--- src/logic/fetch_config.svh ---
`ifndef FETCH_CONFIG_SVH
`define FETCH_CONFIG_SVH

// ---------------------------------------------------------------------------
// instruction memory geometry
// ---------------------------------------------------------------------------
`define IMEM_DEPTH 1024  // number of 128-bit bundles, a power of two.
`define IMEM_AW    10    // bundle address width.

// ---------------------------------------------------------------------------
// return stack and fetch start
// ---------------------------------------------------------------------------
`define RAS_DEPTH  8     // stack entries, a power of two.
`define RESET_PC   0     // first bundle fetched after reset.

// loader bus address width.
`define AXIL_AW    32

`endif

--- src/logic/fetch_pkg.sv ---
`include "fetch_config.svh"

package fetch_pkg;

    // function codes of the jump group, slot bits 5:3.
    typedef enum logic [2:0] {
        jf_jump = 3'b000,
        jf_call = 3'b010,
        jf_ret  = 3'b100
    } jump_funct_e;

    // major op, slot bits 2:0. anything but op_jump is an ordinary operation.
    typedef enum logic [2:0] {
        op_alu  = 3'b000,
        op_jump = 3'b111
    } major_op_e;

    typedef enum logic [1:0] {
        resp_okay   = 2'b00,
        resp_slverr = 2'b10
    } axil_resp_e;

    typedef struct packed {
        logic                valid;
        logic [`IMEM_AW-1:0] pc;
        logic [127:0]        inst;
    } fetch_bundle_t;

    typedef struct packed {
        logic                en;
        logic [`IMEM_AW-1:0] idx;   // bundle index.
        logic [1:0]          lane;  // lane 3 is slot 0.
        logic [31:0]         data;
    } imem_wr_t;

    typedef struct packed {
        logic                awvalid;
        logic [`AXIL_AW-1:0] awaddr;
        logic                wvalid;
        logic [31:0]         wdata;
        logic [3:0]          wstrb;
        logic                bready;
        logic                arvalid;
        logic [`AXIL_AW-1:0] araddr;
        logic                rready;
    } axil_req_t;

    typedef struct packed {
        logic        awready;
        logic        wready;
        logic        bvalid;
        axil_resp_e  bresp;
        logic        arready;
        logic        rvalid;
        logic [31:0] rdata;
        axil_resp_e  rresp;
    } axil_rsp_t;

endpackage

--- src/logic/axil_imem_loader.sv ---
`timescale 1ns/1ns
`include "fetch_config.svh"

module axil_imem_loader
    import fetch_pkg::*;
(
    input  logic      clk,
    input  logic      rst,
    input  axil_req_t req,
    output axil_rsp_t rsp,
    output imem_wr_t  wr
);

    localparam int WORD_LIMIT = 4 * `IMEM_DEPTH;

    logic                bvalid_q;
    axil_resp_e          bresp_q;
    logic                rvalid_q;

    logic                aw_fire;
    logic                ar_fire;
    logic [`AXIL_AW-3:0] word_idx;
    logic                in_range;
    logic                strb_ok;
    logic                wr_ok;

    // ---------------------------------------------------------------------------
    // write channel
    // ---------------------------------------------------------------------------
    assign aw_fire  = req.awvalid && req.wvalid && !bvalid_q;
    assign word_idx = req.awaddr[`AXIL_AW-1:2];
    assign in_range = (word_idx < WORD_LIMIT);
    assign strb_ok  = &req.wstrb;     // only whole words are accepted.
    assign wr_ok    = in_range && strb_ok;

    always_comb begin
        wr.en   = aw_fire && wr_ok;
        wr.idx  = req.awaddr[`IMEM_AW+3:4];
        wr.lane = req.awaddr[3:2];
        wr.data = req.wdata;
    end

    always_ff @(posedge clk) begin
        if (rst) begin
            bvalid_q <= 1'b0;
            bresp_q  <= resp_okay;
        end else if (bvalid_q) begin
            if (req.bready) bvalid_q <= 1'b0;
        end else if (aw_fire) begin
            bvalid_q <= 1'b1;
            bresp_q  <= wr_ok ? resp_okay : resp_slverr;
        end
    end

    // ---------------------------------------------------------------------------
    // read channel, which has nothing behind it.
    // ---------------------------------------------------------------------------
    assign ar_fire = req.arvalid && !rvalid_q;

    always_ff @(posedge clk) begin
        if (rst) begin
            rvalid_q <= 1'b0;
        end else if (rvalid_q) begin
            if (req.rready) rvalid_q <= 1'b0;
        end else if (ar_fire) begin
            rvalid_q <= 1'b1;
        end
    end

    always_comb begin
        rsp.awready = aw_fire;
        rsp.wready  = aw_fire;
        rsp.bvalid  = bvalid_q;
        rsp.bresp   = bresp_q;
        rsp.arready = ar_fire;
        rsp.rvalid  = rvalid_q;
        rsp.rdata   = '0;
        rsp.rresp   = resp_slverr;
    end

endmodule

--- config.mk ---
export PLATFORM = sky130hd
export DESIGN_NAME = axil_imem_loader
export DESIGN_NICKNAME = d
export VERILOG_FILES = /design/src/logic/fetch_pkg.sv /design/src/logic/axil_imem_loader.sv
export VERILOG_INCLUDE_DIRS = /design/src /design/src/logic
export SDC_FILE = /design/constraint.sdc
export NUM_CORES = 1
export LEC_CHECK = 0
export ABC_AREA = 1
export BUFFER_PORTS_ARGS = -buffer_cell sky130_fd_sc_hd__buf_4
export CAP_MARGIN = 20
export CORE_AREA = 2 2 74 76
export DETAILED_ROUTE_END_ITERATION = 10
export DIE_AREA = 0 0 76 78
export PLACE_DENSITY = 0.65
export SLEW_MARGIN = 20
export SYNTH_ARGS = -nofsm -noshare
export SYNTH_HDL_FRONTEND = slang
export SYNTH_SLANG_ARGS = --single-unit
--- constraint.sdc ---
create_clock -name clk -period 2 [get_ports clk]
set_clock_uncertainty 0.1 [all_clocks]
set_input_delay 0.2 -clock clk [delete_from_list [all_inputs] [get_ports clk]]
set_output_delay 0.2 -clock clk [all_outputs]
set_load 0.03 [all_outputs]
==> metrics.cfg, run 1 <==
[status]
outcome = finished, final reports clean

[pwr]
clock_power_share = 0.415
powerDensity_nw_per_um2 = 547
seq_power_share = 0.162
switching_share = 0.393
leakage_nw = 0.415
ir_drop_v = 0.000178
switchingPower_mw = 0.163
comb_power_share = 0.423
internal_power_mw = 0.251

[route]
drt-total-wl_mm = 1.37
vias = 526
drc = 0
final_antenna_net_count = 0
firstDrtPassIters = 4
wl_per_cell_um = 7.41
first_iter_violations = 3
avgViaCountPerCell = 2.84

[setup_path]
slowest_delay_ns = 0.31
critPathCaptureType = output port
required_ns = 1.70
cp-startpoint = bvalid_q
cp-start-kind = flip-flop
crit_chain = nor2_2 > nand3_2 > nor2_4 > buf_4
r2r_end = bresp_q[1]
arrival_ns = 1.19
path_class = flip-flop to output port
r2r_cells = 4
reg2reg_slack_ns = 0.93
worstPathMaxFanout = 5
critical_path.endpoint = wr[44]
crit_slowest_cell = dfxtp_1
r2r_start = bvalid_q

[global_routing]
antenna_found_initial = 0
grt_overflow = 0
grt_start_max_net_pins = 6
grt_first_pass_wirelength_mm = 1.93
grt_usage = 0.0422
grt_pass1_vias = 426

[place]
placed_area_um2 = 712
port_buffers = 35
dpl.hpwl_mm = 1.19
dp_slack_ns = 0.645
dp_cells = 181
gp_congestion = 0.545

[logic_synthesis]
yosysSeqAreaShare = 0.0692
syn-instance-count = 127
yosys_register_bits = 3
syn_area_um2 = 868
yosysUniqueCellTypes = 14
ys_warn_count = 0
avgSynthCellArea_um2 = 6.84

[job]
drv_cap = 0

[floorplanning]
die_x_um = 76
fp-row-count = 26
pin_count = 193
start_util = 0.172
die_h_um = 78
die-area_um2 = 5930
core_area_um2 = 5040

[cts]
cts_sinks = 3
insertion_delay_ns = 0.21
cts_tree = built
post_cts_buffers = 0
clkSlewWorstSetupHoldPaths_ns = 0.03
cts_buffer_depth = 2
clk_root_buffer_cell = clkbuf_8
hold_buffers = 0
cts_buffers = 3
cts_resized = 0
cts_max_level = 1

[hold_path]
hold_class = input pin to flip-flop
hold_depth = 2

[timing]
drv_slew = 0
setup_viol = 0
hold_viol = 0
fin_crit_sh = 0.746
fin_crit_ns = 1.49
fin_ws_ns = 0.508
rsz0062_at_grt = no
fmax_mhz = 670
fin_tns_setup_ns = 0

[final_layout]
drive_gt1_frac = 0.365
final_cells = 185
seq_area_um2 = 60.1
num-fill-cells = 592
areaGrowthSynthToFinish_pct = -12.8
final_cell_mix = conb_1 (35), buf_4 (35), nor2_1 (13), nand2_1 (9), inv_1 (7)
antennaDiodeCount = 0
num-nets-final = 223
fin_util = 0.150
multi_input_area_um2 = 272
final_area_um2 = 757

## area by class of cell
cell class	count	area share
clock buffer	4	0.0595
inverter	8	0.0397
multi-input combinational	65	0.359
sequential	3	0.0793
tap	70	0.116
timing repair buffer	35	0.347
## cells by family (layout without fill, tap and decap cells)
group / count (synthesis) / count (layout) / synth area share
other cells: 2 / 35 / 0.00865
buf+inv: 92 / 47 / 0.761
simple gates: 27 / 27 / 0.141
flops: 3 / 3 / 0.0692
compound gates: 3 / 3 / 0.0202
## worst max-delay path, delay by kind of cell (launching register included)
family / cells / cell delay, ns
buffers and inverters: 1 / 0.16
DFF: 1 / 0.31
and+or+nand+nor: 3 / 0.50
## cell usage after synthesis
| master | count | area (um^2) |
|---|---|---|
| nor2_1 | 13 | 48.8 |
| nor2_4 | 1 | 11.3 |
| nor2_2 | 2 | 12.5 |
| clkinv_1 | 1 | 3.75 |
| nand3_2 | 1 | 10.0 |
| inv_1 | 7 | 26.3 |
| or2_0 | 1 | 6.26 |
| a21oi_1 | 1 | 5.00 |
| o21a_1 | 1 | 7.51 |
| conb_1 | 2 | 7.51 |
| dfxtp_1 | 3 | 60.1 |
| nand2_1 | 9 | 33.8 |
| buf_4 | 84 | 631 |
| o21ai_1 | 1 | 5.00 |
## power by group through the flow
stage	Clock (mW)	Sequential [mW]	Combinational [mW]
final	0.172	0.0671	0.175
after global routing	0.185	0.0677	0.186
after CTS	0.180	0.0672	0.175
after detailed placement	0	0.0680	0.175
after global placement	0	0.0680	0.174
after floorplan	0	0.0703	0.343
## sequential cells by signal, summed over array words and instances, names as in the netlist
| register | flops |
|---|---|
| rvalid_q | 1 |
| bresp_q | 1 |
| bvalid_q | 1 |
## how the worst min path moves through the flow
| stage | to | startpoint | slack (ns) |
|---|---|---|---|
| 3_5_place_dp | bvalid_q | rst | 0.27 |
| 5_1_grt | bvalid_q | rst | 0.06 |
| 6_report | bvalid_q | rst | 0.05 |
| 3_3_place_gp | bvalid_q | rst | 0.27 |
| 4_1_cts | bvalid_q | rst | 0.05 |
| 2_1_floorplan | bvalid_q | rst | 0.17 |
## routing by layer
metal,track usage,wire length [um]
met1,0.0251,333
met5,0,0
met3,0.0395,297
met2,0.0643,651
met4,0.0545,88
## per-stage QoR
| step | power, mW | hold WS, ns |
|---|---|---|
| 2_1_floorplan | 0.413 | 0.172 |
| 3_3_place_gp | 0.242 | 0.271 |
| 3_5_place_dp | 0.243 | 0.275 |
| 4_1_cts | 0.422 | 0.0474 |
| 5_1_grt | 0.439 | 0.0558 |
| 6_report | 0.414 | 0.0516 |
Power figures use the tool's default switching activity.
==> run 2, diff against run 1 <==
--- a/config.mk
+++ b/config.mk
@@ -12,7 +12,7 @@
 export CORE_AREA = 2 2 74 76
 export DETAILED_ROUTE_END_ITERATION = 10
 export DIE_AREA = 0 0 76 78
-export PLACE_DENSITY = 0.65
+export PLACE_DENSITY = 0.67
 export SLEW_MARGIN = 20
 export SYNTH_ARGS = -nofsm -noshare
 export SYNTH_HDL_FRONTEND = slang
==> constraint.sdc (replaced) <==
create_clock -name clk -period 1.2 [get_ports clk]
set_clock_uncertainty 0.1 [all_clocks]
set_input_delay 0.12 -clock clk [delete_from_list [all_inputs] [get_ports clk]]
set_output_delay 0.12 -clock clk [all_outputs]
set_load 0.03 [all_outputs]
==> run 2 against run 1 <==
  * The flow now finishes with violations (negative setup slack)
  * Register-to-register slack got worse by 0.64 ns
  * Non-clock buffer count rose by 3
  * Die area unchanged
  * Critical path type unchanged
  * First-iteration DRC count is 67% higher
  * Via count grew 1.1%
  * Clock power grew 70%
  * Largest cell class is now non-clock buffers
  * Sequential share of layout area fell by 0.19 points
  * Cell count increased by 1.6%
==> metrics.cfg, run 2 (synthesis gave the netlist of run 1 again) <==
[global_routing]
grt_start_max_net_pins = 5  ; -1
grt_usage = 0.0540  ; +0.0118
antenna_found_initial = 0  ; unchanged
grt_pass1_vias = 478  ; +12%
grt_first_pass_wirelength_mm = 2.40  ; +24%
grt_overflow = 0  ; unchanged

[pwr]
ir_drop_v = 0.000310  ; +75%
powerDensity_nw_per_um2 = 894  ; +63%
leakage_nw = 0.430  ; +3.7%
finalPower_mw = 0.708  ; +71%

[route]
final_antenna_net_count = 0  ; unchanged
vias = 532  ; +1.1%
first_iter_violations = 5  ; +2
firstDrtPassIters = 2  ; -2
wl_per_cell_um = 8.90  ; +20%
avgViaCountPerCell = 2.83  ; -0.47%
drc = 0  ; unchanged
drt-total-wl_mm = 1.67  ; +22%

[cts]
insertion_delay_ns = 0.21  ; about the same
cts_sinks = 3  ; unchanged
cts_max_level = 1  ; unchanged
cts_tree = built
clkSlewWorstSetupHoldPaths_ns = 0.03  ; about the same
cts_buffer_depth = 2  ; unchanged
cts_buffers = 3  ; unchanged
clk_root_buffer_cell = clkbuf_8

[final_layout]
antennaDiodeCount = 0  ; unchanged
reg_top3 = bresp_q x1, bvalid_q x1, rvalid_q x1
fin_util = 0.157  ; +0.00695
drive_gt1_frac = 0.381  ; +0.0161
final_common_cell = buf_4
final_cell_mix = buf_4 (36), conb_1 (35), nor2_1 (13), nand2_1 (9), inv_1 (7)
num-nets-final = 226  ; +1.3%
final_cells = 188  ; +1.6%
areaGrowthSynthToFinish_pct = -8.79

[setup_path]
path_class = flip-flop to output port
arrival_ns = 1.00  ; -0.19 ns
critPathCaptureType = output port
r2r_cells = 4  ; unchanged
crit_chain = nor2_4 > nand3_2 > nor2_4 > buf_6
required_ns = 0.98  ; -0.72 ns
cp-startpoint = bvalid_q
crit_slowest_cell = dfxtp_2
slowest_delay_ns = 0.32  ; about the same
worstPathMaxFanout = 2  ; -3
r2r_start = bvalid_q
cp-start-kind = flip-flop
cpMostUsedCell = nor2_4

[timing]
setup_viol = 1  ; +1
drv_slew = 0  ; unchanged
fin_crit_sh = 1.01
fin_ws_ns = -0.0179  ; -0.526 ns
rsz0062_at_grt = yes
fin_crit_ns = 1.22
hold_viol = 0  ; unchanged
fin_hold_ws_ns = 0.117  ; +0.0657 ns
fmax_mhz = 821

[status]
violations = negative setup slack
outcome = finished, violations left

[floorplanning]
fp-row-count = 26  ; unchanged
die_x_um = 76  ; unchanged
die_h_um = 78  ; unchanged
die-area_um2 = 5930  ; unchanged
start_util = 0.172  ; unchanged
core_area_um2 = 5040  ; unchanged
pin_count = 193  ; unchanged

[place]
dp_cells = 182  ; +0.55%
port_buffers = 35  ; unchanged
dpl.hpwl_mm = 1.44  ; +20%
gp_congestion = 0.657  ; +21%

[hold_path]
hold_class = input pin to flip-flop
hold_depth = 3  ; +1
hp-start = req[0]

[job]
drv_cap = 0  ; unchanged

-- run 2: report_power, final --
part / leakage [nW] / internal (mW) / switching (mW)
Combinational: 0.382 / 0.0935 / 0.210
Clock: 0.0228 / 0.226 / 0.0658
Sequential: 0.0252 / 0.108 / 0.00470
Total: 0.430 / 0.428 / 0.280
-- run 2: final timing paths --
check | to | slack [ns]
worst max-delay path | wr[44] | -0.02
worst min-delay path | rvalid_q | 0.12
worst max register to register | bresp_q[1] | 0.29
worst min register to register | bresp_q[1] | 0.42
-- run 2: critical path: cells and delay by family, from the launching register on --
family        cells  cell delay, ns
simple gates      3            0.32
flops             1            0.32
buf+inv           1            0.14
-- run 2: metal layers --
layer	wire length, um	global-route usage	vias to the layer above
met5	0	0	-
met1	308	0.0286	218
li1	-	-	237
met2	834	0.0866	59
met4	108	0.0655	0
met3	423	0.0535	18
-- run 2: stage by stage --
stage	worst slack, ns	setup TNS, ns	cell area [um^2]
floorplan	0.0945	0	992
global placement	0.0644	0	719
detailed placement	0.0557	0	719
CTS	-0.0296	-0.0296	792
global route	-0.0800	-0.0800	792
finish	-0.0179	-0.0179	792
-- run 2: area by class of cell --
class	instances	area, um^2
repair buffers	38	292
well taps	70	87.6
inverters	8	30.0
multi-input cells	65	277
flip-flops and latches	3	61.3
clock buffers	4	45.0
fillers	587	4250
-- run 2: timing repair --
item | in CTS | in global routing
gates cloned | 0 | 0
setup buffers | 1 | 0
gates resized for setup | 3 | 0
hold buffers | 1 | 0
endpoints found under the setup margin | 3 | 1
pin swaps | 3 | 0
hold endpoints to repair | 1 | 0
