### config.mk
export PLATFORM = sky130hd
export DESIGN_NAME = rastack
export DESIGN_NICKNAME = d
export VERILOG_FILES = /design/src/logic/rastack.sv
export VERILOG_INCLUDE_DIRS = /design/src /design/src/logic
export SDC_FILE = /design/constraint.sdc
export NUM_CORES = 1
export LEC_CHECK = 0
export BUFFER_PORTS_ARGS = -buffer_cell sky130_fd_sc_hd__buf_2
export CORE_AREA = 4 4 79 81
export DETAILED_ROUTE_END_ITERATION = 10
export DIE_AREA = 0 0 83 85
export HOLD_SLACK_MARGIN = 0.15
export PLACE_DENSITY_LB_ADDON = 0.15
export SLEW_MARGIN = 10
export SYNTH_ARGS = -nofsm -noshare
export SYNTH_HDL_FRONTEND = slang
export SYNTH_SLANG_ARGS = --single-unit
### constraint.sdc
create_clock -name clk -period 4.8 [get_ports clk]
set_input_delay 0.96 -clock clk [delete_from_list [all_inputs] [get_ports clk]]
set_output_delay 0.96 -clock clk [all_outputs]
set_load 0.1 [all_outputs]
### src/logic/fetch_config.svh
`ifndef FETCH_CONFIG_SVH
`define FETCH_CONFIG_SVH

// ---------------------------------------------------------------------------
// instruction memory geometry
// ---------------------------------------------------------------------------
`define IMEM_DEPTH 1024  // number of 128-bit bundles, a power of two.
`define IMEM_AW    10    // bundle address width.

// ---------------------------------------------------------------------------
// return stack and fetch start
// ---------------------------------------------------------------------------
`define RAS_DEPTH  8     // stack entries, a power of two.
`define RESET_PC   0     // first bundle fetched after reset.

// loader bus address width.
`define AXIL_AW    32

`endif

### src/logic/rastack.sv
`timescale 1ns/1ns
`include "fetch_config.svh"

module rastack (
    input  logic                clk,
    input  logic                rst,
    input  logic                push,
    input  logic                pop,
    input  logic [`IMEM_AW-1:0] push_addr,
    output logic [`IMEM_AW-1:0] top
);

    localparam int PW = $clog2(`RAS_DEPTH);

    logic [`IMEM_AW-1:0] entries [`RAS_DEPTH];
    logic [PW-1:0]       ptr;       // points at the top entry.
    logic [PW-1:0]       ptr_inc;
    logic [PW-1:0]       ptr_dec;

    assign ptr_inc = ptr + 1'b1;    // wraps, so overflow drops the oldest entry.
    assign ptr_dec = ptr - 1'b1;
    assign top     = entries[ptr];

    always_ff @(posedge clk) begin
        if (rst) begin
            ptr <= '0;
        end else if (push && !pop) begin
            ptr <= ptr_inc;
        end else if (pop && !push) begin
            ptr <= ptr_dec;
        end
    end

    // a simultaneous push and pop replaces the top in place.
    always_ff @(posedge clk) begin
        if (push && pop) begin
            entries[ptr] <= push_addr;
        end else if (push) begin
            entries[ptr_inc] <= push_addr;
        end
    end

endmodule

==> summary.txt, run 1 <==
status -> finished, final reports clean
fin. max-slew vios -> 0
Worst path slowest cell -> dfxtp_1
Reg-to-Reg End -> entries[5][2]$_DFFE_PP_
post-CTS setup buffer count -> 0
Row Count -> 27
H-tree depth -> 3
final-stage net count -> 209
CTS sink count -> 86
Die X -> 83 um
Peak supply drop -> 0.3289 mV
leakage dissipation -> 0.001317 uW
DRT antenna net count -> 0
Startpoint Class -> register
Layout Skew -> 0.007133 ns
Cell variety after synth -> 22
cells after synthesis -> 162
crit path cell chain -> mux4_1 > mux2_2 > buf_2
setup TNS -> 0 ns
pin count of the biggest net entering global routing -> 21
reg2reg setup slack -> 2.21 ns
drt pass-1 iters -> 4
register area share after synthesis -> 72.70%
Final Wtd Congestion -> 0.8705
Max stage delay on crit path -> 1.07 ns
average routed wire per standard cell -> 21.73 um
CTS tree -> built
Worst Setup End Kind -> primary output
total power -> 1827 uW
Total GRT Usage -> 17.80%
RSZ-0062 raised after global routing -> no
share of layout cells above drive strength 1 -> 24.62%
PnR worst setup slack -> 1.180 ns
vias in the first global route -> 1691
Diodes inserted -> 0
worst hold-check path type -> register to register
Mapped Area -> 3470 um^2
Via Count -> 1598
Initial Util -> 63.40%
number of port buffers -> 23
fillers -> 371
full die area -> 7055 um^2
WHS -> 0.5590 ns
dpl hpwl -> 3563 um
Residual DRC -> 0
max_slew headroom -> 21.69%
Synth warnings -> 0
Max clock buf depth -> 2
Final Critical Period -> 3.620 ns
area grow syn2layout -> 10.28%
P per Cell Area -> 477.5 nW/um^2
Worst-path clk slew -> 0.07 ns
Post-Syn Nets -> 181
Worst Hold End -> ptr[2]$_SDFFE_PP0N_
vias per inst -> 5.985
min-delay src -> ptr[2]$_SDFFE_PP0N_
Overflow after GRT -> 0
initial antenna violation count -> 0
Setup Viol. Count Final -> 0
R2R depth -> 5
final hold vios -> 0
post-CTS resize count -> 0
final wirelength -> 5802 um
Critical Path RT -> 3.84 ns
CTS Buf Count -> 9
clock root cell -> clkbuf_8
Setup Crit Path Kind -> register to primary output
hold depth -> 2
max-cap viol count -> 0
Die H -> 85 um
period utilization -> 75.42%
CP Max Fanout -> 20
global-route wire length before repair -> 9080 um
I/O Pins -> 24
Hold-fix buffers, CTS -> 0
Least-Margin Pin Slew -> 1.170 ns
Yosys reg bits -> 86
Syn Area/Cell -> 21.42 um^2
RR Startpoint -> ptr[0]$_SDFFE_PP0N_
worst slack, placed -> 1.532 ns
max frequency -> 276.2 MHz
clk_lat worst skew -> 0.34 ns
Core Box Area -> 5473 um^2
Worst Path Arrival -> 2.66 ns
DRT iter0 DRCs -> 76
==> logic make-up (layout without fill, tap and decap cells) <==
group	Yosys count	after routing	share of synthesized area, %
fa+ha+maj	5	5	1.803
xor+xnor	4	4	1.010
compound gates	6	6	1.009
mux	32	32	18.97
simple gates	20	20	3.102
buf+inv	9	42	1.406
flops	86	86	72.70
==> registers in the layout, summed over array words and instances, names as in the netlist, named ones only <==
register / flops
entries: 80
ptr: 3
==> worst max path at each step <==
stage | start | endpoint | slack, ns | cells after the start
6_report | register | top[5] | 1.18 | 3
5_1_grt | register | top[6] | 1.10 | 3
4_1_cts | register | top[6] | 1.15 | 3
3_5_place_dp | register | top[1] | 1.53 | 3
3_3_place_gp | register | top[1] | 1.58 | 3
2_1_floorplan | register | top[0] | 2.33 | 3
==> placed cells by master, fill, tap and decap left out, drive strengths merged <==
cell type  Yosys  final
xnor2          2      2
clkinvlp       0      1
mux4          20     20
mux2          10     10
ha             5      5
clkbuf         3      9
clkinv         0      5
xor2           2      2
o21ai          1      1
dfxtp          6      6
a21oi          1      1
nor2          10     10
edfxtp        80     80
or3            1      1
nor3b          3      3
inv            3      3
and3           1      1
buf            3     23
nor3           1      1
mux2i          2      2
and3b          3      3
nand2          1      1
bufinv         0      1
o22ai          4      4
==> critical path, delay by kind of cell, from the launching register on <==
family / cells / cell delay [ns]
mux: 2 / 0.96
buf+inv: 1 / 0.29
flops: 1 / 1.07
==> per-layer routing <==
| layer | GRT usage (%) | wire, um |
|---|---|---|
| met5 | 0 | 0 |
| met1 | 22.36 | 2337 |
| met4 | 7.727 | 102 |
| met3 | 4.272 | 321 |
| met2 | 29.88 | 3041 |
==> synthesized netlist by cell type <==
master	count	area, um^2
edfxtp_1	80	2402
mux4_1	20	525.5
mux2_2	10	112.6
nor2_1	10	37.54
dfxtp_1	6	120.1
ha_1	5	62.56
o22ai_1	4	25.02
and3b_1	3	26.28
clkbuf_1	3	11.26
inv_1	3	11.26
nor3b_1	3	22.52
buf_6	2	22.52
mux2i_1	2	20.02
xnor2_1	2	17.52
xor2_1	2	17.52
a21oi_1	1	5.000
and3_1	1	6.260
buf_1	1	3.750
nand2_1	1	3.750
nor3_1	1	5.000
o21ai_0	1	5.000
or3_1	1	6.260
==> power breakdown <==
part / switching [uW] / internal, uW
Sequential: 46.7 / 878
Combinational: 305 / 119
Clock: 243 / 237
==> stage by stage <==
stage	area [um^2]	std cells	utilization (%)
5_1_grt	3826	267	69.91
3_5_place_dp	3637	251	66.46
3_3_place_gp	3637	251	66.46
6_report	3826	267	69.91
4_1_cts	3826	267	69.91
2_1_floorplan	3470	162	-
==> area by class of cell <==
type | instances | area [um^2] | share of cell area, %
Clock buffer | 9 | 123.9 | 3.237
Clock inverter | 7 | 65.06 | 1.700
Inverter | 3 | 11.26 | 0.2943
Multi-Input combinational cell | 67 | 898.4 | 23.48
Sequential cell | 86 | 2522 | 65.93
Tap cell | 72 | 90.09 | 2.354
Timing Repair Buffer | 23 | 115.1 | 3.008
No activity file was read; power rests on OpenSTA's default activity.
==> run 2: changes to the inputs <==
--- a/config.mk
+++ b/config.mk
@@ -6,10 +6,11 @@
 export SDC_FILE = /design/constraint.sdc
 export NUM_CORES = 1
 export LEC_CHECK = 0
+export ABC_AREA = 1
 export BUFFER_PORTS_ARGS = -buffer_cell sky130_fd_sc_hd__buf_2
-export CORE_AREA = 4 4 79 81
+export CORE_AREA = 4 4 91 93
 export DETAILED_ROUTE_END_ITERATION = 10
-export DIE_AREA = 0 0 83 85
+export DIE_AREA = 0 0 95 97
 export HOLD_SLACK_MARGIN = 0.15
 export PLACE_DENSITY_LB_ADDON = 0.15
 export SLEW_MARGIN = 10
==> constraint.sdc (replaced) <==
create_clock -name clk -period 3 [get_ports clk]
set_input_delay 0.6 -clock clk [delete_from_list [all_inputs] [get_ports clk]]
set_output_delay 0.6 -clock clk [all_outputs]
set_load 0.1 [all_outputs]
==> run 2 against run 1 <==
Net effect:
- clock power grew 87%
- sequential share of layout area shrank 11 points
- clock skew rose by 0.0039 ns
- final cell count is 110% higher
- register-to-register slack worse by 1.2 ns
- via count grew 66%
- wire length is 35% higher
- count of clock-buffer cells in the layout increased by 5
- design area is 19% higher
- critical path type unchanged
- critical endpoint is now top[7]
- highest routed layer unchanged
==> summary.txt, run 2 <==
status -> finished, final reports clean
Max stage delay on crit path -> 0.51 ns (-0.56 ns)
Core Box Area -> 7527 um^2 (+38%)
max frequency -> 408.7 MHz
Worst path slowest cell -> inv_1
Least-Margin Pin Slew -> 0.7013 ns (-0.4691 ns)
final-stage net count -> 463 (+120%)
pin count of the biggest net entering global routing -> 41 (+95%)
cells after synthesis -> 408 (+150%)
initial antenna violation count -> 0 (unchanged)
fillers -> 672 (+81%)
CTS sink count -> 86 (unchanged)
most common cell after layout, fill and taps aside -> nand2_1
Row Count -> 32 (+19%)
vias per inst -> 4.819 (-19%)
Via Count -> 2655 (+66%)
Hold-fix buffers, CTS -> 0 (unchanged)
fin. max-slew vios -> 0 (unchanged)
top-count cell post-synth -> nand2_1
Reg-to-Reg End -> entries[5][1]$_DFFE_PP_
post-CTS setup buffer count -> 0 (unchanged)
commonest cells in the netlist -> 143 x nand2_1, 93 x inv_1, 80 x edfxtp_1, 48 x nand3_1, 8 x nor2_1
Residual DRC -> 0 (unchanged)
Peak supply drop -> 0.4552 mV (+38%)
Worst Setup End Kind -> primary output
CTS Buf Count -> 9 (unchanged)
Yosys top cell area share -> 61.26% (-8.0 points)
I/O Pins -> 24 (unchanged)
Worst-path clk slew -> 0.08 ns (about the same)
Int Power -> 2184 uW (+77%)
dpl hpwl -> 5297 um (+49%)
Final Critical Period -> 2.447 ns
max reg flops -> 80 (unchanged)
average routed wire per standard cell -> 14.24 um (-34%)
vias in the first global route -> 2567 (+52%)
Synth warnings -> 0 (unchanged)
Top reg by flops -> entries
Die X -> 95 um (+14%)
leakage dissipation -> 0.002152 uW (+63%)
Layout Skew -> 0.01103 ns (+0.003897 ns)
clock share of power -> 28.1% (+1.9 points)
Startpoint Class -> register
H-tree depth -> 3 (unchanged)
final hold vios -> 0 (unchanged)
worst setup path end -> top[7]
PnR worst setup slack -> 0.5533 ns (-0.6264 ns)
Setup Crit Path Kind -> register to primary output
switching share of power -> 31.72% (-0.78 points)
most frequent cells in the layout -> 143 x nand2_1, 93 x inv_1, 80 x edfxtp_1, 48 x nand3_1, 16 x buf_4
area leader, netlist -> edfxtp_1
Setup Viol. Count Final -> 0 (unchanged)
Sequential Power Share -> 44.3% (-6.3 points)
Comb pwr share -> 27.6% (+4.4 points)
NetSw -> 1014 uW (+71%)
final wirelength -> 7848 um (+35%)
R2R depth -> 8 (+3)
Total GRT Usage -> 18.23% (+0.43 points)
DRT iter0 DRCs -> 118 (+55%)
Diodes inserted -> 0 (unchanged)
main flop type after synthesis -> edfxtp_1
Worst Path Arrival -> 1.85 ns (-0.81 ns)
post-CTS resize count -> 0 (unchanged)
CTS tree -> built
fin util -> 60.54% (-9.4 points)
CP Max Fanout -> 20 (unchanged)
RR Startpoint -> ptr[0]$_SDFFE_PP0N_
share of layout cells above drive strength 1 -> 12.47% (-12 points)
crit path cell chain -> inv_1 > nand3_1 > nand2_1 > nand2_1 > nand2_1 > buf_12
max_slew headroom -> 53.20% (+32 points)
setup TNS -> 0 ns (unchanged)
Largest regs -> entries x80, ptr x3
global-route wire length before repair -> 12650 um (+39%)
Yosys reg bits -> 86 (unchanged)
EDFF count, synth -> 80 (unchanged)
Syn Area/Cell -> 9.611 um^2 (-55%)
Overflow after GRT -> 0 (unchanged)
number of port buffers -> 23 (unchanged)
RSZ-0062 raised after global routing -> no
worst slack, placed -> 0.8214 ns (-0.7103 ns)
Post-Syn Nets -> 427 (+140%)
reg2reg setup slack -> 1.04 ns (-1.17 ns)
DRT antenna net count -> 0 (unchanged)
Cell variety after synth -> 17 (-23%)
Mapped Area -> 3921 um^2 (+13%)
Initial Util -> 52.09% (-11 points)
P per Cell Area -> 701.8 nW/um^2 (+47%)
register area share after synthesis -> 64.33% (-8.4 points)
post-synthesis async set-or-reset flop share -> 0% (unchanged)
Max clock buf depth -> 2 (unchanged)
Die H -> 97 um (+14%)
most used cell, CP -> nand2_1
max-cap viol count -> 0 (unchanged)
full die area -> 9215 um^2 (+31%)
period utilization -> 81.56%
area grow syn2layout -> 16.21%
Final Wtd Congestion -> 0.7848 (-9.8%)
clock root cell -> clkbuf_8
worst hold-check path type -> input pin to register
Critical Path RT -> 2.40 ns (-1.44 ns)
clk_lat worst skew -> 0.35 ns (about the same)
drt pass-1 iters -> 4 (unchanged)
Synth area leaders -> edfxtp_1 61%, nand2_1 14%, inv_1 8.9%
## run 2: changes by cell type in the layout (fill, tap and decap cells not counted), moves of 4 or more
cell,change
inv_1,+90
nand2_1,+142
mux4_1,-20
buf_4,+16
mux2_2,-10
buf_2,-10
buf_12,+10
o22ai_1,-4
nand3_1,+48
## run 2: cells by family after synthesis
family	Yosys count	synth area share [%]
flip-flops	86	64.33
buffers and inverters	109	11.90
XOR/XNOR	2	0.4468
AND/OR/NAND/NOR	201	21.09
adder cells (fa/ha/maj)	5	1.595
AO/OA/AOI/OAI	5	0.6381
## run 2: cell type report
type / count / area [um^2] / share of cell area (%)
inverters: 95 / 359.1 / 7.880
repair buffers: 39 / 385.4 / 8.457
multi-input cells: 213 / 932.1 / 20.46
flip-flops and latches: 86 / 2522 / 55.35
clock buffers: 14 / 195.2 / 4.283
well taps: 102 / 127.6 / 2.801
clock inverters: 2 / 35.03 / 0.7688
## run 2: power by group through the flow
stage                     sequential, uW  clock, uW  combinational [uW]
after floorplan                     1440          0                 584
after global placement              1440          0                 878
after detailed placement            1440          0                 885
after CTS                           1420        914                 889
after global routing                1420        962                 946
final                               1420        898                 883
## run 2: worst min-delay path by stage
stage	from	end	slack, ns	cells after the start
floorplan	ptr[0]$_SDFFE_PP0N_	register	0.48	2
global placement	ptr[0]$_SDFFE_PP0N_	ptr[0]$_SDFFE_PP0N_	0.53	2
detailed placement	ptr[0]$_SDFFE_PP0N_	register	0.55	2
CTS	rst	ptr[0]$_SDFFE_PP0N_	0.44	2
global route	rst	ptr[0]$_SDFFE_PP0N_	0.45	2
finish	rst	ptr[0]$_SDFFE_PP0N_	0.45	2
## run 2: layer usage
| metal | track usage [%] | share of wire [%] | wire length [um] | up-vias |
|---|---|---|---|---|
| met5 | 0 | 0 | 0 | - |
| met4 | 6.992 | 1.5 | 118 | 0 |
| met3 | 2.566 | 4.4 | 348 | 11 |
| met2 | 28.74 | 49 | 3851 | 77 |
| met1 | 25.50 | 45 | 3530 | 1240 |
| li1 | - | - | - | 1327 |
## run 2: per-stage QoR
step | instances | hold slack (ns) | instance area [um^2] | power, uW
after floorplan | 408 | 0.4844 | 3921 | 2023
after global placement | 535 | 0.5335 | 4327 | 2320
after detailed placement | 535 | 0.5458 | 4327 | 2330
after CTS | 551 | 0.4402 | 4557 | 3221
after global routing | 551 | 0.4465 | 4557 | 3332
final | 551 | 0.4541 | 4557 | 3198
## run 2: worst max-delay path: cells and delay by family (launching register included)
family	cells	cell delay [ns]
flip-flops	1	0.31
AND/OR/NAND/NOR	4	0.49
buffers and inverters	2	0.70
