**config.mk**
```make
export PLATFORM = sky130hd
export DESIGN_NAME = ifetch
export DESIGN_NICKNAME = d
export VERILOG_FILES = /design/src/logic/fetch_pkg.sv /design/src/logic/ifetch.sv
export VERILOG_INCLUDE_DIRS = /design/src /design/src/logic
export SDC_FILE = /design/constraint.sdc
export NUM_CORES = 1
export LEC_CHECK = 0
export BUFFER_PORTS_ARGS = -buffer_cell sky130_fd_sc_hd__buf_2
export CORE_AREA = 3 3 119 121
export DETAILED_ROUTE_END_ITERATION = 10
export DIE_AREA = 0 0 122 124
export GPL_ROUTABILITY_DRIVEN = 0
export SLEW_MARGIN = 30
export SYNTH_ARGS = -nofsm -noshare
export SYNTH_HDL_FRONTEND = slang
export SYNTH_SLANG_ARGS = --single-unit
export TNS_END_PERCENT = 1
```
**constraint.sdc**
```tcl
create_clock -name clk -period 5 [get_ports clk]
set_input_delay 1 -clock clk [delete_from_list [all_inputs] [get_ports clk]]
set_output_delay 1 -clock clk [all_outputs]
set_load 0.005 [all_outputs]
```
**src/logic/fetch_config.svh**
```systemverilog
`ifndef FETCH_CONFIG_SVH
`define FETCH_CONFIG_SVH

// ---------------------------------------------------------------------------
// instruction memory geometry
// ---------------------------------------------------------------------------
`define IMEM_DEPTH 1024  // number of 128-bit bundles, a power of two.
`define IMEM_AW    10    // bundle address width.

// ---------------------------------------------------------------------------
// return stack and fetch start
// ---------------------------------------------------------------------------
`define RAS_DEPTH  8     // stack entries, a power of two.
`define RESET_PC   0     // first bundle fetched after reset.

// loader bus address width.
`define AXIL_AW    32

`endif

```
**src/logic/fetch_pkg.sv**
```systemverilog
`include "fetch_config.svh"

package fetch_pkg;

    // function codes of the jump group, slot bits 5:3.
    typedef enum logic [2:0] {
        jf_jump = 3'b000,
        jf_call = 3'b010,
        jf_ret  = 3'b100
    } jump_funct_e;

    // major op, slot bits 2:0. anything but op_jump is an ordinary operation.
    typedef enum logic [2:0] {
        op_alu  = 3'b000,
        op_jump = 3'b111
    } major_op_e;

    typedef enum logic [1:0] {
        resp_okay   = 2'b00,
        resp_slverr = 2'b10
    } axil_resp_e;

    typedef struct packed {
        logic                valid;
        logic [`IMEM_AW-1:0] pc;
        logic [127:0]        inst;
    } fetch_bundle_t;

    typedef struct packed {
        logic                en;
        logic [`IMEM_AW-1:0] idx;   // bundle index.
        logic [1:0]          lane;  // lane 3 is slot 0.
        logic [31:0]         data;
    } imem_wr_t;

    typedef struct packed {
        logic                awvalid;
        logic [`AXIL_AW-1:0] awaddr;
        logic                wvalid;
        logic [31:0]         wdata;
        logic [3:0]          wstrb;
        logic                bready;
        logic                arvalid;
        logic [`AXIL_AW-1:0] araddr;
        logic                rready;
    } axil_req_t;

    typedef struct packed {
        logic        awready;
        logic        wready;
        logic        bvalid;
        axil_resp_e  bresp;
        logic        arready;
        logic        rvalid;
        logic [31:0] rdata;
        axil_resp_e  rresp;
    } axil_rsp_t;

endpackage

```
**src/logic/ifetch.sv**
```systemverilog
`timescale 1ns/1ns
`include "fetch_config.svh"

module ifetch
    import fetch_pkg::*;
(
    input  logic                clk,
    input  logic                rst,
    input  logic                stall,
    input  logic                redirect_en,
    input  logic [`IMEM_AW-1:0] redirect_pc,
    input  logic [127:0]        mem_data,
    output logic                rd_en,
    output logic [`IMEM_AW-1:0] rd_addr,
    output fetch_bundle_t       bundle,
    output logic                ras_push,
    output logic                ras_pop,
    output logic [`IMEM_AW-1:0] ras_push_addr,
    input  logic [`IMEM_AW-1:0] ras_top
);

    logic                valid_q;
    logic [`IMEM_AW-1:0] pc_q;      // address of the bundle now in mem_data.
    logic [`IMEM_AW-1:0] seq_pc;    // pc_q plus one, or RESET_PC before the first fetch.

    logic [31:0]         slot0;
    major_op_e           op;
    jump_funct_e         funct;
    logic [`IMEM_AW-1:0] target;
    logic                predec_ok;
    logic                take_jump;
    logic                take_call;
    logic                take_ret;

    // ---------------------------------------------------------------------------
    // slot 0 predecode
    // ---------------------------------------------------------------------------
    assign slot0  = mem_data[127:96];
    assign op     = major_op_e'(slot0[2:0]);
    assign funct  = jump_funct_e'(slot0[5:3]);
    assign target = slot0[6 +: `IMEM_AW];

    // a redirect hides whatever the current bundle says.
    assign predec_ok = valid_q && !redirect_en && (op == op_jump);
    assign take_jump = predec_ok && (funct == jf_jump);
    assign take_call = predec_ok && (funct == jf_call);
    assign take_ret  = predec_ok && (funct == jf_ret);

    always_comb begin
        if (redirect_en) begin
            rd_addr = redirect_pc;
        end else if (take_jump || take_call) begin
            rd_addr = target;
        end else if (take_ret) begin
            rd_addr = ras_top;
        end else begin
            rd_addr = seq_pc;
        end
    end

    assign rd_en         = !stall;
    assign ras_push      = !stall && take_call;
    assign ras_pop       = !stall && take_ret;
    assign ras_push_addr = seq_pc;  // return lands after the call.

    always_ff @(posedge clk) begin
        if (rst) begin
            valid_q <= 1'b0;
            pc_q    <= `IMEM_AW'(`RESET_PC);
            seq_pc  <= `IMEM_AW'(`RESET_PC);
        end else if (!stall) begin
            valid_q <= 1'b1;
            pc_q    <= rd_addr;
            seq_pc  <= rd_addr + 1'b1;
        end
    end

    always_comb begin
        bundle.valid = valid_q;
        bundle.pc    = pc_q;
        bundle.inst  = mem_data;
    end

endmodule

```
==> results of run 1 <==
[worst min-delay path, stage by stage (launching register included)]
cell and delay, ps:
sky130_fd_sc_hd__dfxtp_1 310, sky130_fd_sc_hd__nand2_1 50, sky130_fd_sc_hd__a21oi_1 50
[final timing paths]
| check | start | endpoint | slack, ps | cells past startpoint |
|---|---|---|---|---|
| worst max-delay path | redirect_en | rd_addr[6] | 1120 | 6 |
| worst min-delay path | pc_q[3] | pc_q[3] | 460 | 2 |
| worst max register to register | valid_q | ras_push_addr[7] | 2590 | 6 |
| worst min register to register | pc_q[3] | pc_q[3] | 460 | 2 |
[state kept, by name (all words and copies together) (netlist names)]
register       count
pc_q              10
ras_push_addr     10
valid_q            1
[Yosys cell counts, types with 2 or more instances]
library cell | count | area, um^2
sky130_fd_sc_hd__a211oi_1 | 4 | 30.0
sky130_fd_sc_hd__buf_2 | 2 | 10.0
sky130_fd_sc_hd__nand2_1 | 28 | 105
sky130_fd_sc_hd__clkbuf_1 | 7 | 26.3
sky130_fd_sc_hd__o311ai_0 | 2 | 17.5
sky130_fd_sc_hd__buf_6 | 2 | 22.5
sky130_fd_sc_hd__o22ai_1 | 4 | 25.0
sky130_fd_sc_hd__inv_1 | 10 | 37.5
sky130_fd_sc_hd__and2_1 | 2 | 12.5
sky130_fd_sc_hd__dfxtp_1 | 21 | 420
sky130_fd_sc_hd__a21oi_1 | 13 | 65.1
sky130_fd_sc_hd__a2bb2oi_1 | 2 | 17.5
sky130_fd_sc_hd__nand3_1 | 4 | 20.0
sky130_fd_sc_hd__and4_1 | 2 | 17.5
sky130_fd_sc_hd__nand2b_1 | 7 | 43.8
sky130_fd_sc_hd__nor2_1 | 18 | 67.6
sky130_fd_sc_hd__o31ai_1 | 2 | 15.0
sky130_fd_sc_hd__buf_4 | 129 | 968
sky130_fd_sc_hd__nor3_1 | 3 | 15.0
sky130_fd_sc_hd__a311oi_1 | 2 | 17.5
sky130_fd_sc_hd__a31oi_1 | 3 | 18.8
sky130_fd_sc_hd__a221oi_2 | 3 | 45.0
sky130_fd_sc_hd__xor2_1 | 2 | 17.5
sky130_fd_sc_hd__nand3b_1 | 3 | 22.5
sky130_fd_sc_hd__o211ai_1 | 5 | 37.5
[routing by layer]
metal	vias to the layer above	share of wire	wire length (um)	GRT usage
li1	812	-	-	-
met1	782	0.38	2850	0.109
met2	90	0.47	3440	0.146
met3	50	0.098	725	0.0304
met4	4	0.048	356	0.0490
met5	-	0.0035	26	0
[cells by family (layout without fill, tap and decap cells)]
logic type / after synthesis / in the layout / synth area share
AO/OA/AOI/OAI: 50 / 50 / 0.168
XOR/XNOR: 3 / 3 / 0.0112
buffers and inverters: 151 / 105 / 0.456
flip-flops: 21 / 21 / 0.179
multiplexers: 1 / 1 / 0.00427
AND/OR/NAND/NOR: 81 / 81 / 0.182
[cell usage in the layout, fill, tap and decap left out, types with 2 or more instances in the layout]
cell	n
sky130_fd_sc_hd__o211ai_1	5
sky130_fd_sc_hd__a21oi_1	13
sky130_fd_sc_hd__inv_1	10
sky130_fd_sc_hd__buf_2	89
sky130_fd_sc_hd__a221oi_2	3
sky130_fd_sc_hd__o22ai_1	4
sky130_fd_sc_hd__and2_1	2
sky130_fd_sc_hd__nor3_1	3
sky130_fd_sc_hd__o31ai_1	2
sky130_fd_sc_hd__xor2_1	2
sky130_fd_sc_hd__nand3_1	4
sky130_fd_sc_hd__o311ai_0	2
sky130_fd_sc_hd__a31oi_1	3
sky130_fd_sc_hd__nand3b_1	3
sky130_fd_sc_hd__a2bb2oi_1	2
sky130_fd_sc_hd__a211oi_1	4
sky130_fd_sc_hd__clkbuf_16	3
sky130_fd_sc_hd__a311oi_1	2
sky130_fd_sc_hd__nand2_1	28
sky130_fd_sc_hd__nor2_1	18
sky130_fd_sc_hd__and4_1	2
sky130_fd_sc_hd__dfxtp_1	21
sky130_fd_sc_hd__nand2b_1	7
[power groups by stage]
stage,Sequential (mW),Clock [mW],Combinational [mW]
floorplan,0.190,0,0.149
global placement,0.190,0,0.130
detailed placement,0.190,0,0.131
CTS,0.187,0.183,0.131
global route,0.188,0.190,0.145
finish,0.187,0.174,0.127
[metrics by stage]
| stage | total power, mW | setup slack (ps) | utilization | area [um^2] |
|---|---|---|---|---|
| final | 0.488 | 1120 | 0.157 | 2070 |
| after detailed placement | 0.321 | 1130 | 0.151 | 1990 |
| after global routing | 0.523 | 900 | 0.157 | 2070 |
| after CTS | 0.501 | 1110 | 0.157 | 2070 |
| after floorplan | 0.339 | 1800 | - | 2340 |
| after global placement | 0.321 | 1170 | 0.151 | 1990 |
[final cells by class]
| type | instances | share of cell area |
|---|---|---|
| multi-input combinational | 135 | 0.413 |
| clock inverter | 1 | 0.00242 |
| timing repair buffer | 90 | 0.219 |
| sequential | 21 | 0.203 |
| tap | 176 | 0.106 |
| inverter | 11 | 0.0199 |
| clock buffer | 3 | 0.0363 |
==> implementation parameters, run 1 <==
Parameter                              Value

Outcome
  Status    finished, final reports clean

Floorplan
  Core region area    0.0132 mm^2
  Std-Cell Rows    42
  Die X    122 um
  Height of the chip    124 um
  Area of the die    0.0151 mm^2
  Starting Density    0.178
  Number of ports placed on the die boundary    314

Synthesis
  Sequential-to-total area share from yosys stat    0.179
  Synth warn    0
  Mapped Cells    307
  Library cells used by synthesis    52
  Total nets after synthesis    459
  Total of flip-flops plus latches after synthesis    21
  Post-synth ARST share    0
  Number of flops mapped to enable cells by yosys    0
  Cell area after synthesis    0.00234 mm^2
  Most instantiated flip-flop cell in the synthesis netlist    sky130_fd_sc_hd__dfxtp_1
  Mean instance size in the synthesized netlist    7.64 um^2

Final layout
  Footprint of the multi-input gates    856 um^2
  Nets    414
  Antenna diode count    0
  Fraction of final layout cells sized beyond drive strength 1    0.395
  Area growth from synthesis to layout    -11.7%
  Register area    420 um^2
  Filler Cell Count    1515
  Filler-free cell count of the finished design    437

Detailed routing
  Detailed-router iteration count before antenna repair    4
  Mean number of vias per cell    3.98
  Number of nets still failing antenna checks after routing    0
  DRC violation count after routing    0
  First DRT Iteration DRCs    79
  Wire length reported by the detailed router    7400 um
  Post-detailed-route wirelength per cell    16.9 um
  Routed vias    1738

CTS
  Clock Sinks    21
  Clock network latency to the later pin of the worst-skew pair    250 ps
  CTS tree    done
  Number of cells upsized or downsized after cts    0
  Number of H-tree levels    1
  Master cell of the clock root buffer    sky130_fd_sc_hd__clkbuf_16
  Buffer depth of the longest clock path    2
  CTS clk-pin slew, worst paths    60 ps
  Number of buffers created by CTS    3
  Total setup buffers inserted after CTS    0
  # hold bufs at CTS    0

Global routing
  Global route overflow    0
  Combined global-route utilization of all metal layers    0.0918
  Vias in the first global route    1646
  Wire length of the first global-routing pass    10400 um
  Pin count of the biggest net entering global routing    27
  Initial antenna violation count    2

Timing
  Min cycle time layout    3880 ps
  Worst-case headroom to the max-slew limit    0.488
  Aggregate negative setup slack    0 ps
  Number of failing hold endpoints at the final stage    0
  Max Fclk    0.257 GHz
  Final hold slack    457 ps
  Pins Over Slew Limit    0
  Clock skew    4.05 ps
  Number of setup violations in the final report    0
  Worst Tran Pin Value    762 ps
  Setup repair after global routing missed its margin    no
  Post-route fraction of the period consumed by the critical path    0.777

Worst setup path
  Setup crit end kind    output pin
  Largest stage delay on the critical path    460 ps
  Largest fanout of any net on the critical path    18
  Top Family by Delay on Critical Path    compound AO/OA/AOI/OAI gates
  Type of the worst setup path    in -> out
  Required time of the critical path    4000 ps
  Startpoint type of the worst setup path    input pin
  Chain of cells forming the critical path    buf_2 > nand4bb_1 > o31a_1 > o31ai_1 > inv_1 > buf_2
  Most Frequent Cell on Critical Path    sky130_fd_sc_hd__buf_2
  Library cell contributing the largest single delay on the critical path    sky130_fd_sc_hd__o31ai_1
  Buf/Inv on CP    3
  Data arrival time at the worst-slack endpoint    2880 ps

Hold path
  Hold crit path type    reg -> reg

Pwr
  Peak VDD IR    0.109 mV
  Static leakage power    0.900 nW
  Share of total power in the clock network    0.357
  Proportion of power drawn by combinational gates    0.261
  Switching share of total power    0.301
  Switching power summed over all nets    0.147 mW
  Reg power frac    0.382
  Total internal power    0.341 mW
  P per Cell Area    236 mW/mm^2

Placed design
  DP Cell Count    433
  Port bufs    89
  Placed wire-length estimate after detailed placement    5990 um

Run
  Number of max-capacitance violations reported    0
Power figures use the tool's default switching activity.
==> inputs of run 2 (changes only) <==
- CORE_AREA: 3 3 119 121 -> 3 3 122 124
- DIE_AREA: 0 0 122 124 -> 0 0 125 127
- clock period: 5 -> 3.23 ns (I/O delays scaled with it)
==> run 2 against run 1 <==
Effect of this change: register-to-register slack lost 1700 ps; via count grew 1.7%; largest cell class unchanged; die area grew 4.9%; clock skew shrank 0.52 ps; final cell count grew 2.5%.
==> implementation parameters, run 2 (same netlist as run 1, synthesis figures left out) <==
Parameter                              Value

Floorplan
  Core region area    0.0139 mm^2 (+5.2%)
  Height of the chip    127 um (+2.4%)
  Area of the die    0.0159 mm^2 (+4.9%)
  Number of ports placed on the die boundary    314 (unchanged)
  Starting Density    0.169 (-0.00885)
  Die X    125 um (+2.5%)
  Std-Cell Rows    43 (+2.4%)

Worst setup path
  Startpoint type of the worst setup path    input pin
  Data arrival time at the worst-slack endpoint    2150 ps (-730 ps)
  Setup crit end kind    output pin
  Required time of the critical path    2580 ps (-1420 ps)
  Largest fanout of any net on the critical path    17 (-1)
  Type of the worst setup path    in -> out

CTS
  Clock Sinks    21 (unchanged)
  Number of cells upsized or downsized after cts    0 (unchanged)
  Number of H-tree levels    1 (unchanged)
  Master cell of the clock root buffer    sky130_fd_sc_hd__clkbuf_16
  Number of buffers created by CTS    3 (unchanged)
  CTS tree    done
  # hold bufs at CTS    0 (unchanged)
  Clock network latency to the later pin of the worst-skew pair    250 ps (about the same)
  CTS clk-pin slew, worst paths    60 ps (about the same)
  Total setup buffers inserted after CTS    0 (unchanged)
  Buffer depth of the longest clock path    2 (unchanged)

Run
  Number of max-capacitance violations reported    0 (unchanged)

Final layout
  Antenna diode count    0 (unchanged)
  Nets    421 (+1.7%)
  Register area    420 um^2 (unchanged)
  Area growth from synthesis to layout    -9.23%
  Filler Cell Count    1623 (+7.1%)
  Footprint of the multi-input gates    856 um^2 (unchanged)
  Most common cell after layout, fill and taps aside    sky130_fd_sc_hd__buf_2
  Commonest non-fill, non-tap cells in the layout    sky130_fd_sc_hd__buf_2 (89), sky130_fd_sc_hd__nand2_1 (28), sky130_fd_sc_hd__dfxtp_1 (21), sky130_fd_sc_hd__nor2_1 (18), sky130_fd_sc_hd__a21oi_1 (13)
  Fraction of final layout cells sized beyond drive strength 1    0.410 (+0.0158)

Pwr
  Peak VDD IR    0.175 mV (+60%)
  P per Cell Area    359 mW/mm^2 (+52%)
  Static leakage power    0.933 nW (+3.7%)

Timing
  Worst-case headroom to the max-slew limit    0.493 (+0.00464)
  Clock skew    3.52 ps (-0.523 ps)
  Number of failing hold endpoints at the final stage    0 (unchanged)
  Aggregate negative setup slack    0 ps (unchanged)
  Min cycle time layout    2800 ps
  Number of setup violations in the final report    0 (unchanged)
  Final setup slack of the worst path    434 ps (-682 ps)
  Pins Over Slew Limit    0 (unchanged)
  Max Fclk    0.358 GHz
  Setup repair after global routing missed its margin    no
  Worst Tran Pin Value    749 ps (-12.3 ps)
  Post-route fraction of the period consumed by the critical path    0.866

Detailed routing
  Wire length reported by the detailed router    7780 um (+5.2%)
  DRC violation count after routing    0 (unchanged)
  Number of nets still failing antenna checks after routing    0 (unchanged)
  Detailed-router iteration count before antenna repair    4 (unchanged)
  Post-detailed-route wirelength per cell    17.4 um (+2.6%)
  First DRT Iteration DRCs    93 (+18%)
  Mean number of vias per cell    3.95 (-0.77%)
  Routed vias    1768 (+1.7%)

Global routing
  Met3 routing resource usage after global routing    0.0242 (-0.00618)
  Met2 track demand over resource in global routing    0.151 (+0.00449)
  Initial antenna violation count    0 (-2)
  Met1 demand-to-capacity share in global routing    0.112 (+0.00238)
  Most crowded layer after global routing    met2
  Wire length of the first global-routing pass    11100 um (+6.9%)
  Combined global-route utilization of all metal layers    0.0906 (-0.00116)
  Global route overflow    0 (unchanged)
  Pin count of the biggest net entering global routing    27 (unchanged)
  Vias in the first global route    1733 (+5.3%)

Placed design
  Placed wire-length estimate after detailed placement    6400 um (+6.8%)
  Pre-CTS WS    336 ps (-790 ps)
  Port bufs    89 (unchanged)

Outcome
  Status    finished, final reports clean

Hold path
  Hold crit path type    reg -> reg
run 2: changes by cell type in the layout (fill, tap and decap cells not counted), sizes merged:
cell,previous run,this run
buf,90,97
run 2: path summary, 6_finish.rpt:
| path | startpoint | end | slack [ps] | depth (start not counted) |
|---|---|---|---|---|
| min | pc_q[1] | pc_q[1] | 460 | 2 |
| min reg2reg | pc_q[1] | pc_q[1] | 460 | 2 |
| max reg2reg | valid_q | ras_push_addr[7] | 930 | 7 |
| max | redirect_en | rd_addr[1] | 430 | 7 |
run 2: layer usage:
layer	wire length, um	up-vias
li1	-	828
met1	3310	804
met2	3590	90
met3	610	46
met4	276	0
met5	0	-
run 2: layout make-up:
type | count | area share
Inverter | 11 | 0.0194
Sequential cell | 21 | 0.198
Clock buffer | 3 | 0.0353
Tap cell | 180 | 0.106
Timing Repair Buffer | 97 | 0.238
Multi-Input combinational cell | 135 | 0.402
Clock inverter | 1 | 0.00235
run 2: stage by stage:
stage	instance area [um^2]	hold WS, ps	util	total power [mW]	std cells
5_1_grt	2130	478	0.153	0.813	448
2_1_floorplan	2340	448	-	0.525	307
3_5_place_dp	2050	448	0.148	0.512	444
4_1_cts	2130	465	0.153	0.781	448
6_report	2130	461	0.153	0.764	448
3_3_place_gp	2050	439	0.148	0.512	444
run 2: critical path, cell delays in order:
cell and delay [ps]:
sky130_fd_sc_hd__buf_2 100, sky130_fd_sc_hd__buf_4 180, sky130_fd_sc_hd__and4bb_4 370, sky130_fd_sc_hd__nand3_4 120, sky130_fd_sc_hd__a221oi_2 420, sky130_fd_sc_hd__buf_4 200
sky130_fd_sc_hd__buf_2 120
run 2: where the power goes:
| group | leakage (nW) | internal [mW] | total (mW) | switching (mW) |
|---|---|---|---|---|
| registers | 0.173 | 0.277 | 0.290 | 0.0130 |
| logic | 0.719 | 0.0926 | 0.211 | 0.119 |
| clock network | 0.0409 | 0.166 | 0.263 | 0.0967 |
| total | 0.933 | 0.536 | 0.764 | 0.229 |
==> inputs of run 3 (changes only) <==
- BUFFER_PORTS_ARGS: -buffer_cell sky130_fd_sc_hd__buf_2 -> -buffer_cell sky130_fd_sc_hd__buf_4
==> run 3 against run 2 <==
Effect of this change: design area grew 9.4%; final cell count fell by 0.67%; sequential cell count did not move; die area unchanged; wire length is 3.9% higher; worst setup slack got worse by 160 ps; combinational power is 17% higher; largest power group unchanged; via count increased by 2.3%; clock power grew 2%; sequential power is essentially flat; total power rose by 5.3%.
==> implementation parameters, run 3 (same netlist as run 1, synthesis figures left out) <==
Parameter                              Value

Worst setup path
  R2r setup slk    830 ps (-100 ps)
  Required time of the critical path    2580 ps (about the same)
  Largest fanout of any net on the critical path    18 (+1)
  Startpoint type of the worst setup path    input pin
  Type of the worst setup path    in -> out
  Data arrival time at the worst-slack endpoint    2310 ps (+160 ps)
  Setup crit end kind    output pin

Outcome
  Status    finished, final reports clean

Detailed routing
  Number of nets still failing antenna checks after routing    0 (unchanged)
  Routed vias    1809 (+2.3%)
  Mean number of vias per cell    4.07 (+3.0%)
  Detailed-router iteration count before antenna repair    4 (unchanged)
  Post-detailed-route wirelength per cell    18.2 um (+4.6%)
  First DRT Iteration DRCs    98 (+5.4%)
  DRC violation count after routing    0 (unchanged)
  Wire length reported by the detailed router    8080 um (+3.9%)

Timing
  Post-route fraction of the period consumed by the critical path    0.915 (+0.0494)
  Pins Over Slew Limit    0 (unchanged)
  Aggregate negative setup slack    0 ps (unchanged)
  Setup repair after global routing missed its margin    no
  Worst-case headroom to the max-slew limit    0.511 (+0.0186)
  Worst Tran Pin Value    722 ps (-27.4 ps)
  Max Fclk    0.338 GHz (-5.4%)
  Number of failing hold endpoints at the final stage    0 (unchanged)
  Clock skew    1.26 ps (-2.26 ps)
  Final setup slack of the worst path    274 ps (-160 ps)
  Number of setup violations in the final report    0 (unchanged)
  Min cycle time layout    2960 ps (+160 ps)

Placed design
  DP Cell Count    441 (-0.68%)
  Port bufs    89 (unchanged)
  Placed wire-length estimate after detailed placement    6680 um (+4.3%)
  Placed standard-cell area    0.00225 mm^2 (+9.8%)
  Pre-CTS WS    293 ps (-43.8 ps)

Global routing
  Wire length of the first global-routing pass    11500 um (+3.7%)
  Vias in the first global route    1769 (+2.1%)
  Pin count of the biggest net entering global routing    27 (unchanged)
  Global route overflow    0 (unchanged)
  Combined global-route utilization of all metal layers    0.0937 (+0.00311)
  Initial antenna violation count    0 (unchanged)

CTS
  Master cell of the clock root buffer    sky130_fd_sc_hd__clkbuf_16
  Clock network latency to the later pin of the worst-skew pair    250 ps (about the same)
  Number of buffers created by CTS    3 (unchanged)
  CTS tree    done
  Number of cells upsized or downsized after cts    0 (unchanged)
  Clock Sinks    21 (unchanged)
  # hold bufs at CTS    0 (unchanged)
  Buffer depth of the longest clock path    2 (unchanged)
  Number of H-tree levels    1 (unchanged)
  CTS clk-pin slew, worst paths    60 ps (about the same)
  Total setup buffers inserted after CTS    0 (unchanged)

Floorplan
  Number of ports placed on the die boundary    314 (unchanged)
  Area of the die    0.0159 mm^2 (unchanged)
  Core region area    0.0139 mm^2 (unchanged)
  Starting Density    0.169 (unchanged)
  Die X    125 um (unchanged)
  Height of the chip    127 um (unchanged)
  Std-Cell Rows    43 (unchanged)

Pwr
  Peak VDD IR    0.200 mV (+15%)
  P per Cell Area    346 mW/mm^2 (-3.7%)
  Overall power    0.805 mW (+5.3%)
  Static leakage power    0.978 nW (+4.8%)

Final layout
  Nets    418 (-0.71%)
  Register area    420 um^2 (unchanged)
  Antenna diode count    0 (unchanged)
  Commonest non-fill, non-tap cells in the layout    sky130_fd_sc_hd__buf_4 (94), sky130_fd_sc_hd__nand2_1 (28), sky130_fd_sc_hd__dfxtp_1 (21), sky130_fd_sc_hd__nor2_1 (18), sky130_fd_sc_hd__a21oi_1 (13)
  Area growth from synthesis to layout    -0.694%
  Filler Cell Count    1586 (-2.3%)
  Fraction of final layout cells sized beyond drive strength 1    0.404 (-0.00667)
  Most common cell after layout, fill and taps aside    sky130_fd_sc_hd__buf_4
  Post-layout instance area    0.00233 mm^2 (+9.4%)
  Filler-free cell count of the finished design    445 (-0.67%)
  Footprint of the multi-input gates    856 um^2 (unchanged)

Run
  Number of max-capacitance violations reported    0 (unchanged)

Hold path
  Hold crit path type    reg -> reg
run 3: cell count changes in the layout (fill, tap and decap cells not counted), sizes merged:
cell  previous run  this run
buf             97        94
run 3: report_power, final:
group	total (mW)	internal, mW	switching [mW]	leakage, nW
Sequential	0.292	0.277	0.0153	0.173
Clock	0.267	0.166	0.101	0.0409
Combinational	0.246	0.124	0.122	0.764
run 3: metal layers:
metal | wire (um) | share of wire | global-route usage
met1 | 2990 | 0.37 | 0.108
met3 | 780 | 0.096 | 0.0284
met4 | 261 | 0.032 | 0.0338
met2 | 4050 | 0.50 | 0.165
met5 | 0 | 0 | 0
run 3: per-stage QoR:
stage               utilization  hold slack [ps]
finish                    0.168              465
floorplan                     -              448
detailed placement        0.162              453
global route              0.168              500
CTS                       0.168              465
global placement          0.162              444
run 3: path summary, 6_finish.rpt:
kind,depth (start not counted),start,end
max,6,redirect_en,rd_addr[6]
min,2,pc_q[3],pc_q[3]
max reg2reg,7,valid_q,ras_push_addr[7]
min reg2reg,2,pc_q[3],pc_q[3]
run 3: cell type report:
class                   instances  share of cell area
clock buffers                   3              0.0322
clock inverters                 1             0.00215
inverters                      11              0.0177
multi-input cells             135               0.368
flip-flops and latches         21               0.181
well taps                     180              0.0967
repair buffers                 94               0.303
run 3: worst max-delay path, stage by stage:
cell                        delay (ps)
sky130_fd_sc_hd__buf_4             170
sky130_fd_sc_hd__nand4bb_1         340
sky130_fd_sc_hd__o31a_1            370
sky130_fd_sc_hd__o31ai_1           360
sky130_fd_sc_hd__inv_1             230
sky130_fd_sc_hd__buf_4             190
